File: config.mk
export PLATFORM = sky130hd
export DESIGN_NAME = frame_buffer
export DESIGN_NICKNAME = d
export VERILOG_FILES = /design/src/hw/fas_pkg.sv /design/src/hw/frame_buffer.sv
export SDC_FILE = /design/constraint.sdc
export NUM_CORES = 1
export LEC_CHECK = 0
export ABC_AREA = 1
export CAP_MARGIN = 20
export CORE_MARGIN = 4
export CORE_UTILIZATION = 29
export DETAILED_ROUTE_END_ITERATION = 10
export DONT_BUFFER_PORTS = 1
export PLACE_DENSITY = 0.47
export SYNTH_ARGS = -nofsm -noshare
export SYNTH_HDL_FRONTEND = slang
export SYNTH_SLANG_ARGS = --single-unit
File: constraint.sdc
create_clock -name clk -period 3.07 [get_ports clk]
set_input_delay 0.1535 -clock clk [delete_from_list [all_inputs] [get_ports clk]]
set_output_delay 0.1535 -clock clk [all_outputs]
set_load 0.02 [all_outputs]
File: src/hw/fas_pkg.sv
// fas_pkg: shared widths and constant tables for the FIR, FFT and peak search
package fas_pkg;

    // sample stream and filter
    localparam int SAMPLE_W = 16;
    localparam int FIR_TAPS = 32;
    localparam int COEF_W   = 16;
    localparam int FRAC_W   = 16;

    // windowed-sinc low-pass, cutoff near fs/4
    // entry k weights the tap pair (k, FIR_TAPS-1-k), outermost pair first
    localparam logic signed [COEF_W-1:0] FIR_COEF [FIR_TAPS/2] = '{
        -16'sd76,
        -16'sd91,
        16'sd128,
        16'sd192,
        -16'sd286,
        -16'sd417,
        16'sd590,
        16'sd816,
        -16'sd1108,
        -16'sd1487,
        16'sd1991,
        16'sd2693,
        -16'sd3747,
        -16'sd5559,
        16'sd9626,
        16'sd29436
    };

    // transform
    localparam int FFT_N      = 16;
    localparam int BIN_W      = 4;
    localparam int BIN_DATA_W = 24;
    localparam int TW_W       = 18;

    // W16^k for k = 0..7, Q16
    localparam logic signed [TW_W-1:0] TW_RE [FFT_N/2] = '{
        18'sd65536,
        18'sd60547,
        18'sd46340,
        18'sd25079,
        18'sd0,
        -18'sd25079,
        -18'sd46340,
        -18'sd60547
    };

    localparam logic signed [TW_W-1:0] TW_IM [FFT_N/2] = '{
        18'sd0,
        -18'sd25079,
        -18'sd46340,
        -18'sd60547,
        -18'sd65536,
        -18'sd60547,
        -18'sd46340,
        -18'sd25079
    };

    // peak search over the non-mirrored half of a real spectrum
    localparam int MAG_W     = 48;
    localparam int PEAK_BINS = FFT_N/2 + 1;

endpackage

File: src/hw/frame_buffer.sv
// frame_buffer: collects 16 consecutive filtered samples into one FFT frame
module frame_buffer #(
    parameter int SAMPLE_W = fas_pkg::SAMPLE_W
) (
    input  logic                       clk,
    input  logic                       rst,
    input  logic                       fir_valid_i,
    input  logic signed [SAMPLE_W-1:0] fir_d_i,
    output logic                       frame_valid_o,
    output logic signed [SAMPLE_W-1:0] frame_o [fas_pkg::FFT_N]
);

    localparam int BW = fas_pkg::BIN_W;
    localparam logic [BW-1:0] LAST_SLOT = BW'(fas_pkg::FFT_N - 1);

    logic [BW-1:0] slot;

    // slot counter wraps, so frames never overlap
    always_ff @(posedge clk) begin
        if (rst) begin
            slot          <= '0;
            frame_valid_o <= 1'b0;
        end else begin
            frame_valid_o <= fir_valid_i && (slot == LAST_SLOT);
            if (fir_valid_i) begin
                slot <= slot + 1'b1;
            end
        end
    end

    // slots hold until the next frame overwrites them
    always_ff @(posedge clk) begin
        if (fir_valid_i) begin
            frame_o[slot] <= fir_d_i;
        end
    end

endmodule

==> qor.yml <==
status: "finished clean"
first_iter_violations: 277
dr.pass1.iters: 4
r2r_start: "slot[0]$_SDFFE_PP0P_"
skew_ns: 0.01745
rows: 60
start_kind: "flop"
netSwitchingPower_mw: 1.451
areaGrowthSynthToFinish_pct: 22.02
max_stage_delay_ns: 0.67
totalWireLength_um: 22040
ys_ff_latch: 261
synth_area_sq_um: 8056
vias_per_cell: 4.345
via_count: 3346
cts_root_buf: "clkbuf_16"
peakVddDrop_uv: 369.4
yosys_warnings: 0
cellPowerDensity_nw_per_um2: 767.4
period_minus_slack_ns: 2.116
slew_violations: 0
internal-power_mw: 6.093
ys_types: 13
hp-class: "in2reg"
htreeDepth: 1
synth_area_per_cell_sq_um: 25.82
netSwitchingFraction_pct: 19.24
antenna_found_initial: 3
io_buffers: 0
grt_max_degree: 17
antenna_left: 0
hpwl_um: 14130
drc: 0
maxSlewHeadroom_pct: 47.36
finalHoldViolCount: 0
grt_setup_unrepaired: "false"
synth.yosys.seq_area_share_pct: 96.66
grt_pass1_vias: 3396
avgRoutedWirePerCell_um: 28.62
timing.max_cap.violations: 0
place_congestion: 0.7321
finalCritPeriodShare_pct: 68.92
synthCells: 312
coreArea_sq_um: 27180
ys.flop_type: "edfxtp_1"
p_clk_share_pct: 45.3
startpoint: "slot[0]$_SDFFE_PP0P_"
cts_buffers: 27
overflow: 0
synth_commonest_cells: "edfxtp_1, nor2_1, nand2_1"
critPathRequiredTime_ns: 3.29
crit_buf_inv: 2
cp_max_fo: 10
max_freq_mhz: 472.6
gr-usage-all-layers_pct: 13.79
tightest_slew_ns: 0.7870
critical_path_arrival_ns: 2.34
io_pins: 276
critical-path-top-delay-family: "simple AND/OR/NAND/NOR gates"
die_h_um: 174.7
yosysTopAreaCell: "edfxtp_1"
path_cells: "inv_1 > ha_1 > nand2_1 > nor2_2 > buf_4"
combPwrFrac_pct: 1.6
nets: 399
path_class: "reg2reg"
worstHoldStart: "fir_valid_i"
synth_top_area_share_pct: 95.42
die_area_sq_um: 30510
p_leak_nw: 3.094
synth_area_leaders: "edfxtp_1, dfxtp_1, nor2_1, ha_1, nand2_1"
clock_path_buffers: 3
async_flop_share_pct: 0
finalSetupViolCount: 0
worstSkewPairLatency_ns: 0.53
seq_power_share_pct: 53.1
start_util_pct: 29.65
cp-end-kind: "flop"
numClockSinks: 261
grt_pass1_wl_um: 29420
fin_ws_ns: 0.9541
synth_most_common_cell: "edfxtp_1"
dieWidth_um: 174.7
cts_resized: 0
synth_edf_count: 256
drive_gt1_share_pct: 20.25
clk_pin_slew_worst_paths_ns: 0.06
pre_cts_ws_ns: 0.9134
cp_slowest_cell: "nor2_2"
setup-tns-final_ns: 0
syn-num-nets: 335
cts_tree: "built"
## area by class of cell
type,count,area (sq um)
Tap cell,372,465.4
Inverter,5,18.77
Fill cell,2495,17350
Clock inverter,19,256.5
Multi-Input combinational cell,45,294.0
Antenna cell,3,7.507
Sequential cell,261,7787
Timing Repair Buffer,36,317.8
Clock buffer,29,683.2
## through the flow
step	total power, mW	cells	instance area (sq um)	hold slack [ns]	utilization, %
global route	7.830	770	9831	0.1471	36.17
floorplan	4.106	312	8056	0.2226	-
finish	7.544	770	9831	0.1301	36.17
global placement	4.139	700	8693	0.2266	31.99
detailed placement	4.140	700	8693	0.2262	31.99
CTS	7.629	767	9823	0.1026	36.15
## per-layer routing
| layer | up-vias | routed length, um | GRT usage (%) |
|---|---|---|---|
| li1 | 1363 | - | - |
| met1 | 1737 | 8562 | 16.62 |
| met2 | 210 | 10780 | 22.96 |
| met3 | 36 | 2154 | 5.820 |
| met4 | 0 | 543 | 3.666 |
| met5 | - | 0 | 0 |
## cell usage in the layout (no fill, tap or decap)
master / netlist / final
ha_1: 4 / 4
clkinv_2: 0 / 4
bufinv_16: 0 / 6
inv_6: 0 / 1
nand2_4: 2 / 2
buf_4: 0 / 17
inv_1: 5 / 5
dlygate4sd3_1: 0 / 19
nor3_2: 1 / 1
clkinvlp_4: 0 / 2
nand2_1: 11 / 11
a21oi_1: 2 / 2
dfxtp_1: 5 / 5
clkinv_4: 0 / 2
edfxtp_1: 256 / 256
clkbuf_1: 0 / 2
diode_2: 0 / 3
nor2_2: 0 / 13
clkinv_1: 0 / 4
nand2_2: 1 / 1
clkbuf_16: 0 / 27
nand3_1: 1 / 1
nor2_4: 1 / 4
nor2_1: 22 / 6
## power by group through the flow
stage                     sequential, mW  combinational [mW]  clock [mW]
after floorplan                     4.08              0.0281           0
after global placement              4.08              0.0540           0
after detailed placement            4.08              0.0555           0
after CTS                           4.01               0.125        3.50
after global routing                4.01               0.133        3.69
final                               4.01               0.121        3.42
## flip-flops by register name, summed over array words and instances (netlist names)
signal and count:
frame_o 256, frame_valid_o 1, slot 4
## logic make-up (layout without fill, tap and decap cells)
group                      Yosys count  in the layout  share of synthesized area, %
other                                0              3                             0
and+or+nand+nor                     39             39                         2.221
DFF                                261            261                         96.66
buffers and inverters                6             89                        0.3727
AOI/OAI and AO/OA                    2              2                        0.1242
adders and majority gates            4              4                        0.6212
## timing repair
action                    CTS  global route
hold buffers               19             0
hold endpoints to repair  261             0
setup buffers               0             0
## worst paths after layout
kind                             to  slack, ns  depth (start not counted)
max          frame_o[114]$_DFFE_PP_       0.95                          5
min           frame_o[24]$_DFFE_PP_       0.13                          2
max reg2reg  frame_o[114]$_DFFE_PP_       0.95                          5
min reg2reg    slot[3]$_SDFFE_PP0P_       0.55                          2
(Power assumes the default switching activity.)
