==> config.mk <==
export PLATFORM = sky130hd
export DESIGN_NAME = fir_filter
export DESIGN_NICKNAME = d
export VERILOG_FILES = /design/src/hw/fas_pkg.sv /design/src/hw/fir_filter.sv
export SDC_FILE = /design/constraint.sdc
export NUM_CORES = 2
export LEC_CHECK = 0
export CAP_MARGIN = 5
export CELL_PAD_IN_SITES_DETAIL_PLACEMENT = 1
export CELL_PAD_IN_SITES_GLOBAL_PLACEMENT = 1
export CORE_MARGIN = 2
export CORE_UTILIZATION = 40
export DETAILED_ROUTE_END_ITERATION = 10
export DONT_BUFFER_PORTS = 1
export GPL_TIMING_DRIVEN = 1
export PLACE_DENSITY_LB_ADDON = 0.1
export SYNTH_ARGS = -nofsm -noshare
export SYNTH_HDL_FRONTEND = slang
export SYNTH_SLANG_ARGS = --single-unit
export TNS_END_PERCENT = 10
==> constraint.sdc <==
create_clock -name clk -period 15.5 [get_ports clk]
set_input_delay 1.55 -clock clk [delete_from_list [all_inputs] [get_ports clk]]
set_output_delay 1.55 -clock clk [all_outputs]
set_load 0.01 [all_outputs]
==> src/hw/fas_pkg.sv <==
// fas_pkg: shared widths and constant tables for the FIR, FFT and peak search
package fas_pkg;

    // sample stream and filter
    localparam int SAMPLE_W = 16;
    localparam int FIR_TAPS = 32;
    localparam int COEF_W   = 16;
    localparam int FRAC_W   = 16;

    // windowed-sinc low-pass, cutoff near fs/4
    // entry k weights the tap pair (k, FIR_TAPS-1-k), outermost pair first
    localparam logic signed [COEF_W-1:0] FIR_COEF [FIR_TAPS/2] = '{
        -16'sd76,
        -16'sd91,
        16'sd128,
        16'sd192,
        -16'sd286,
        -16'sd417,
        16'sd590,
        16'sd816,
        -16'sd1108,
        -16'sd1487,
        16'sd1991,
        16'sd2693,
        -16'sd3747,
        -16'sd5559,
        16'sd9626,
        16'sd29436
    };

    // transform
    localparam int FFT_N      = 16;
    localparam int BIN_W      = 4;
    localparam int BIN_DATA_W = 24;
    localparam int TW_W       = 18;

    // W16^k for k = 0..7, Q16
    localparam logic signed [TW_W-1:0] TW_RE [FFT_N/2] = '{
        18'sd65536,
        18'sd60547,
        18'sd46340,
        18'sd25079,
        18'sd0,
        -18'sd25079,
        -18'sd46340,
        -18'sd60547
    };

    localparam logic signed [TW_W-1:0] TW_IM [FFT_N/2] = '{
        18'sd0,
        -18'sd25079,
        -18'sd46340,
        -18'sd60547,
        -18'sd65536,
        -18'sd60547,
        -18'sd46340,
        -18'sd25079
    };

    // peak search over the non-mirrored half of a real spectrum
    localparam int MAG_W     = 48;
    localparam int PEAK_BINS = FFT_N/2 + 1;

endpackage

==> src/hw/fir_filter.sv <==
// fir_filter: 32-tap symmetric low-pass FIR with pre-added tap pairs and registered output
module fir_filter #(
    parameter int SAMPLE_W = fas_pkg::SAMPLE_W
) (
    input  logic                       clk,
    input  logic                       rst,
    input  logic                       data_valid_i,
    input  logic signed [SAMPLE_W-1:0] data_i,
    output logic                       fir_valid_o,
    output logic signed [SAMPLE_W-1:0] fir_d_o
);

    localparam int TAPS   = fas_pkg::FIR_TAPS;
    localparam int PAIRS  = TAPS / 2;
    localparam int PAIR_W = SAMPLE_W + 1;
    localparam int PROD_W = PAIR_W + fas_pkg::COEF_W;
    localparam int ACC_W  = PROD_W + $clog2(PAIRS);
    localparam int CNT_W  = $clog2(TAPS + 1);
    localparam logic [CNT_W-1:0] FULL = CNT_W'(TAPS);
    localparam logic [CNT_W-1:0] LAST = CNT_W'(TAPS - 1);

    logic signed [SAMPLE_W-1:0] taps [TAPS-1];
    logic signed [SAMPLE_W-1:0] window [TAPS];
    logic signed [PAIR_W-1:0]   pair [PAIRS];
    logic signed [PROD_W-1:0]   prod [PAIRS];
    logic signed [ACC_W-1:0]    acc;
    logic [CNT_W-1:0]           fill_cnt;

    // incoming sample is x[n], so the result is ready at the accepting edge
    assign window[0] = data_i;
    for (genvar i = 1; i < TAPS; i++) begin : g_window
        assign window[i] = taps[i-1];
    end

    // pre-add mirrored taps, one multiply per pair
    for (genvar k = 0; k < PAIRS; k++) begin : g_pair
        assign pair[k] = window[k] + window[TAPS-1-k];
        assign prod[k] = pair[k] * fas_pkg::FIR_COEF[k];
    end

    always_comb begin
        acc = '0;
        for (int k = 0; k < PAIRS; k++) begin
            acc = acc + prod[k];
        end
    end

    always_ff @(posedge clk) begin
        if (data_valid_i) begin
            taps[0] <= data_i;
            for (int i = 1; i < TAPS - 1; i++) begin
                taps[i] <= taps[i-1];
            end
        end
    end

    // fill count saturates once the window is full
    always_ff @(posedge clk) begin
        if (rst) begin
            fill_cnt    <= '0;
            fir_valid_o <= 1'b0;
        end else begin
            fir_valid_o <= data_valid_i && (fill_cnt >= LAST);
            if (data_valid_i && fill_cnt != FULL) begin
                fill_cnt <= fill_cnt + 1'b1;
            end
        end
    end

    // drop Q16 fraction, keep low sample bits
    always_ff @(posedge clk) begin
        if (data_valid_i) begin
            fir_d_o <= acc[fas_pkg::FRAC_W +: SAMPLE_W];
        end
    end

endmodule

==> impl_results.md <==
- Dpl hpwl: approximately 240 mm
- Port bufs: 0
- Grt total ovfl: 0
- Root buffer cell: clkbuf_16
- H-tree levels: 3
- CP peak stage delay: around 0.58 ns
- Crit path DAT: around 16 ns
- Worst-path clk slew: 0.06 ns
- Clock latency on the worst-skew pair: approximately 0.7 ns
- Syn_area_per_cell: approximately 11 sq um
- Register bit total from synthesis: slightly above 500
- Setup CP Type: flip-flop to flip-flop
- Period utilization: 1.012
- RSZ-0062 raised after global routing: yes
- Area of the mapped netlist: 0.08433 sq mm
- Max Fclk: about 64 MHz
- Met3 WL: 9.300 mm
- Final WL: roughly 280 mm
- Die height: between 400 and 500 um
- Antenna-violating nets left: 0
- Top-count cell post-synth: inv_1
- Vias post-DR: ~55k
- Post-Place Setup Slack: -0.7694 ns
- Commonest cells in the netlist: inv_1, ha_1, fa_1, edfxtp_1, xnor2_1
- CTS tree: yes
- WL/cell: ~25 um
- Met1 WL: 121.9 mm
- Hold_buf cts: 0
- Worst setup SP type: flip-flop
- Initial Util: 0.4024
- Min Hold Slack: approximately 0.45 ns
- Worst Hold Class: flip-flop to flip-flop
- Core area: between 0.2 and 0.25 sq mm
- Syn-to-layout area delta: 14.16%
- Net Count, Synth: around 10k
- Most frequent CP cell: fa_1
- Seq/Total Area, Yosys: 0.1840
- Met2 WL post-DR: roughly 130 mm
- EDFF count, synth: about 500
- DIE AREA: ~0.21 sq mm
- Global-route usage over all layers: 0.2628
- Nets: about 11k
- Vias per inst: 4.951
- Setup crit end kind: flip-flop
- Syn Inst Count: between 7k and 8k
- Largest net degree at the start of global routing: just over 500
- R2R setup slack: -0.18 ns
- Yosys cell types: 83
- First drt pass iteration count: 6
- # DRC: 0
- Max Cap Violations: 0
- CTS Sinks: ~520
- IO Count: 36
- Final Slew Violations: about 150
- Ys async rst share: 0
- Synth area leaders: fa_1, ha_1, edfxtp_1
- Final WS setup: -0.1806 ns
- Status: finished with violations
- Initial antenna violation count: 11
- Clock buffer depth: 3
- Initial DRC count: between 2k and 3k
- Final Skew: ~0.054 ns
- Worst-margin pin slew: approximately 1.9 ns
- Slew margin rel.: -0.2533
- Top Layer Used: met4
- TritonCTS Buffers: 68
- Placer Congestion: between 0.8 and 0.9
- Failing checks: slew limit, setup timing
- YS warnings: 0
- Share of layout cells above drive strength 1: 0.1173
- Yosys top cell area share: 0.3475
- Final min period: ~16 ns
- Chip width: about 460 um
- FP Rows: between 150 and 200
- Final Hold Fails: 0
- Largest fanout on the critical path: 4
- Vias in the first global route: approximately 62k
- Main synth FF type: edfxtp_1
- Slowest CP cell: fa_1
- Req. time, crit path: 15.93 ns
- Yosys top cell by area: fa_1
- First-pass GRT wire length: between 400 and 500 mm
- Setup-failing EPs final: 1
worst max-delay path: cells and delay by family, from the launching register on:
kind                       cells  cell delay [ns]
adders and majority gates     19             8.80
AOI/OAI and AO/OA             13             2.63
xor gates and xnor gates       5             1.53
buffers and inverters         15             1.37
and+or+nand+nor                4             0.70
DFF                            1             0.41
sequential cells by signal, indices dropped and copies added (netlist names):
signal,count
taps,496
fir_d_o,16
fill_cnt,6
fir_valid_o,1
kinds of logic (layout without fill, tap and decap cells):
family / count (synthesis) / in the layout / share of synthesized area
simple gates: 593 / 593 / 0.03350
compound gates: 851 / 851 / 0.06512
buf+inv: 2013 / 2793 / 0.08961
mux: 28 / 28 / 0.003501
flops: 519 / 519 / 0.1840
xor+xnor: 509 / 509 / 0.05344
other cells: 1 / 11 / 0.00004447
fa+ha+maj: 2969 / 2969 / 0.5708
cells in the final DEF, fill, tap and decap left out, drive strengths merged, types with 13 or more instances in the layout:
cell type  instances
inv             2012
ha              1504
fa              1464
buf              665
edfxtp           512
xnor2            363
a21oi            296
nor2             195
xor2             143
nand2            134
o21ai            133
o21bai           107
a21o             103
clkbuf            75
nor3              53
nor2b             51
nand2b            39
nand3             39
o21a              38
clkinv            23
a211oi            22
and3              17
a31oi             17
mux2i             16
a21boi            13
bufinv            13
repair_timing:
item | 4_1_cts | 5_1_grt
hold endpoints to repair | 0 | 0
gates resized for setup | 77 | 68
pin swaps | 27 | 33
cloned | 0 | 0
endpoints found under the setup margin | 3 | 5
buffers inserted | 3 | 9
through the flow:
step	util	cells	cell area [sq um]	TNS, ns
global route	0.4593	11070	96270	-1.013
global placement	0.4438	10930	93000	-0.5699
finish	0.4594	11080	96280	-0.1806
floorplan	-	7483	84340	0
CTS	0.4573	11060	95840	-0.2685
detailed placement	0.4438	10930	93000	-0.7694
per-layer routing:
| layer | vias up | global-route usage |
|---|---|---|
| met3 | 207 | 0.02759 |
| met1 | 28590 | 0.3521 |
| met2 | 736 | 0.4460 |
| met4 | 0 | 0.08348 |
| met5 | - | 0 |
| li1 | 25310 | - |
area by class of cell:
type	instances	area, sq um
Antenna cell	10	25.02
Clock buffer	75	1728
Clock inverter	47	733.2
Fill cell	22610	113300
Inverter	2006	7531
Multi-Input combinational cell	4951	62190
Sequential cell	519	15510
Tap cell	2805	3510
Timing Repair Buffer	665	5042
worst paths after layout:
path,depth (start not counted),start,end
worst max-delay path,56,taps[1][81],fir_d_o[15]
worst min-delay path,0,taps[1][47],taps[1][63]
worst max register to register,56,taps[1][81],fir_d_o[15]
worst min register to register,0,taps[1][47],taps[1][63]
Power is not shown: default switching activity piles up to over one toggle a cycle in this logic, so the estimate is an artifact.
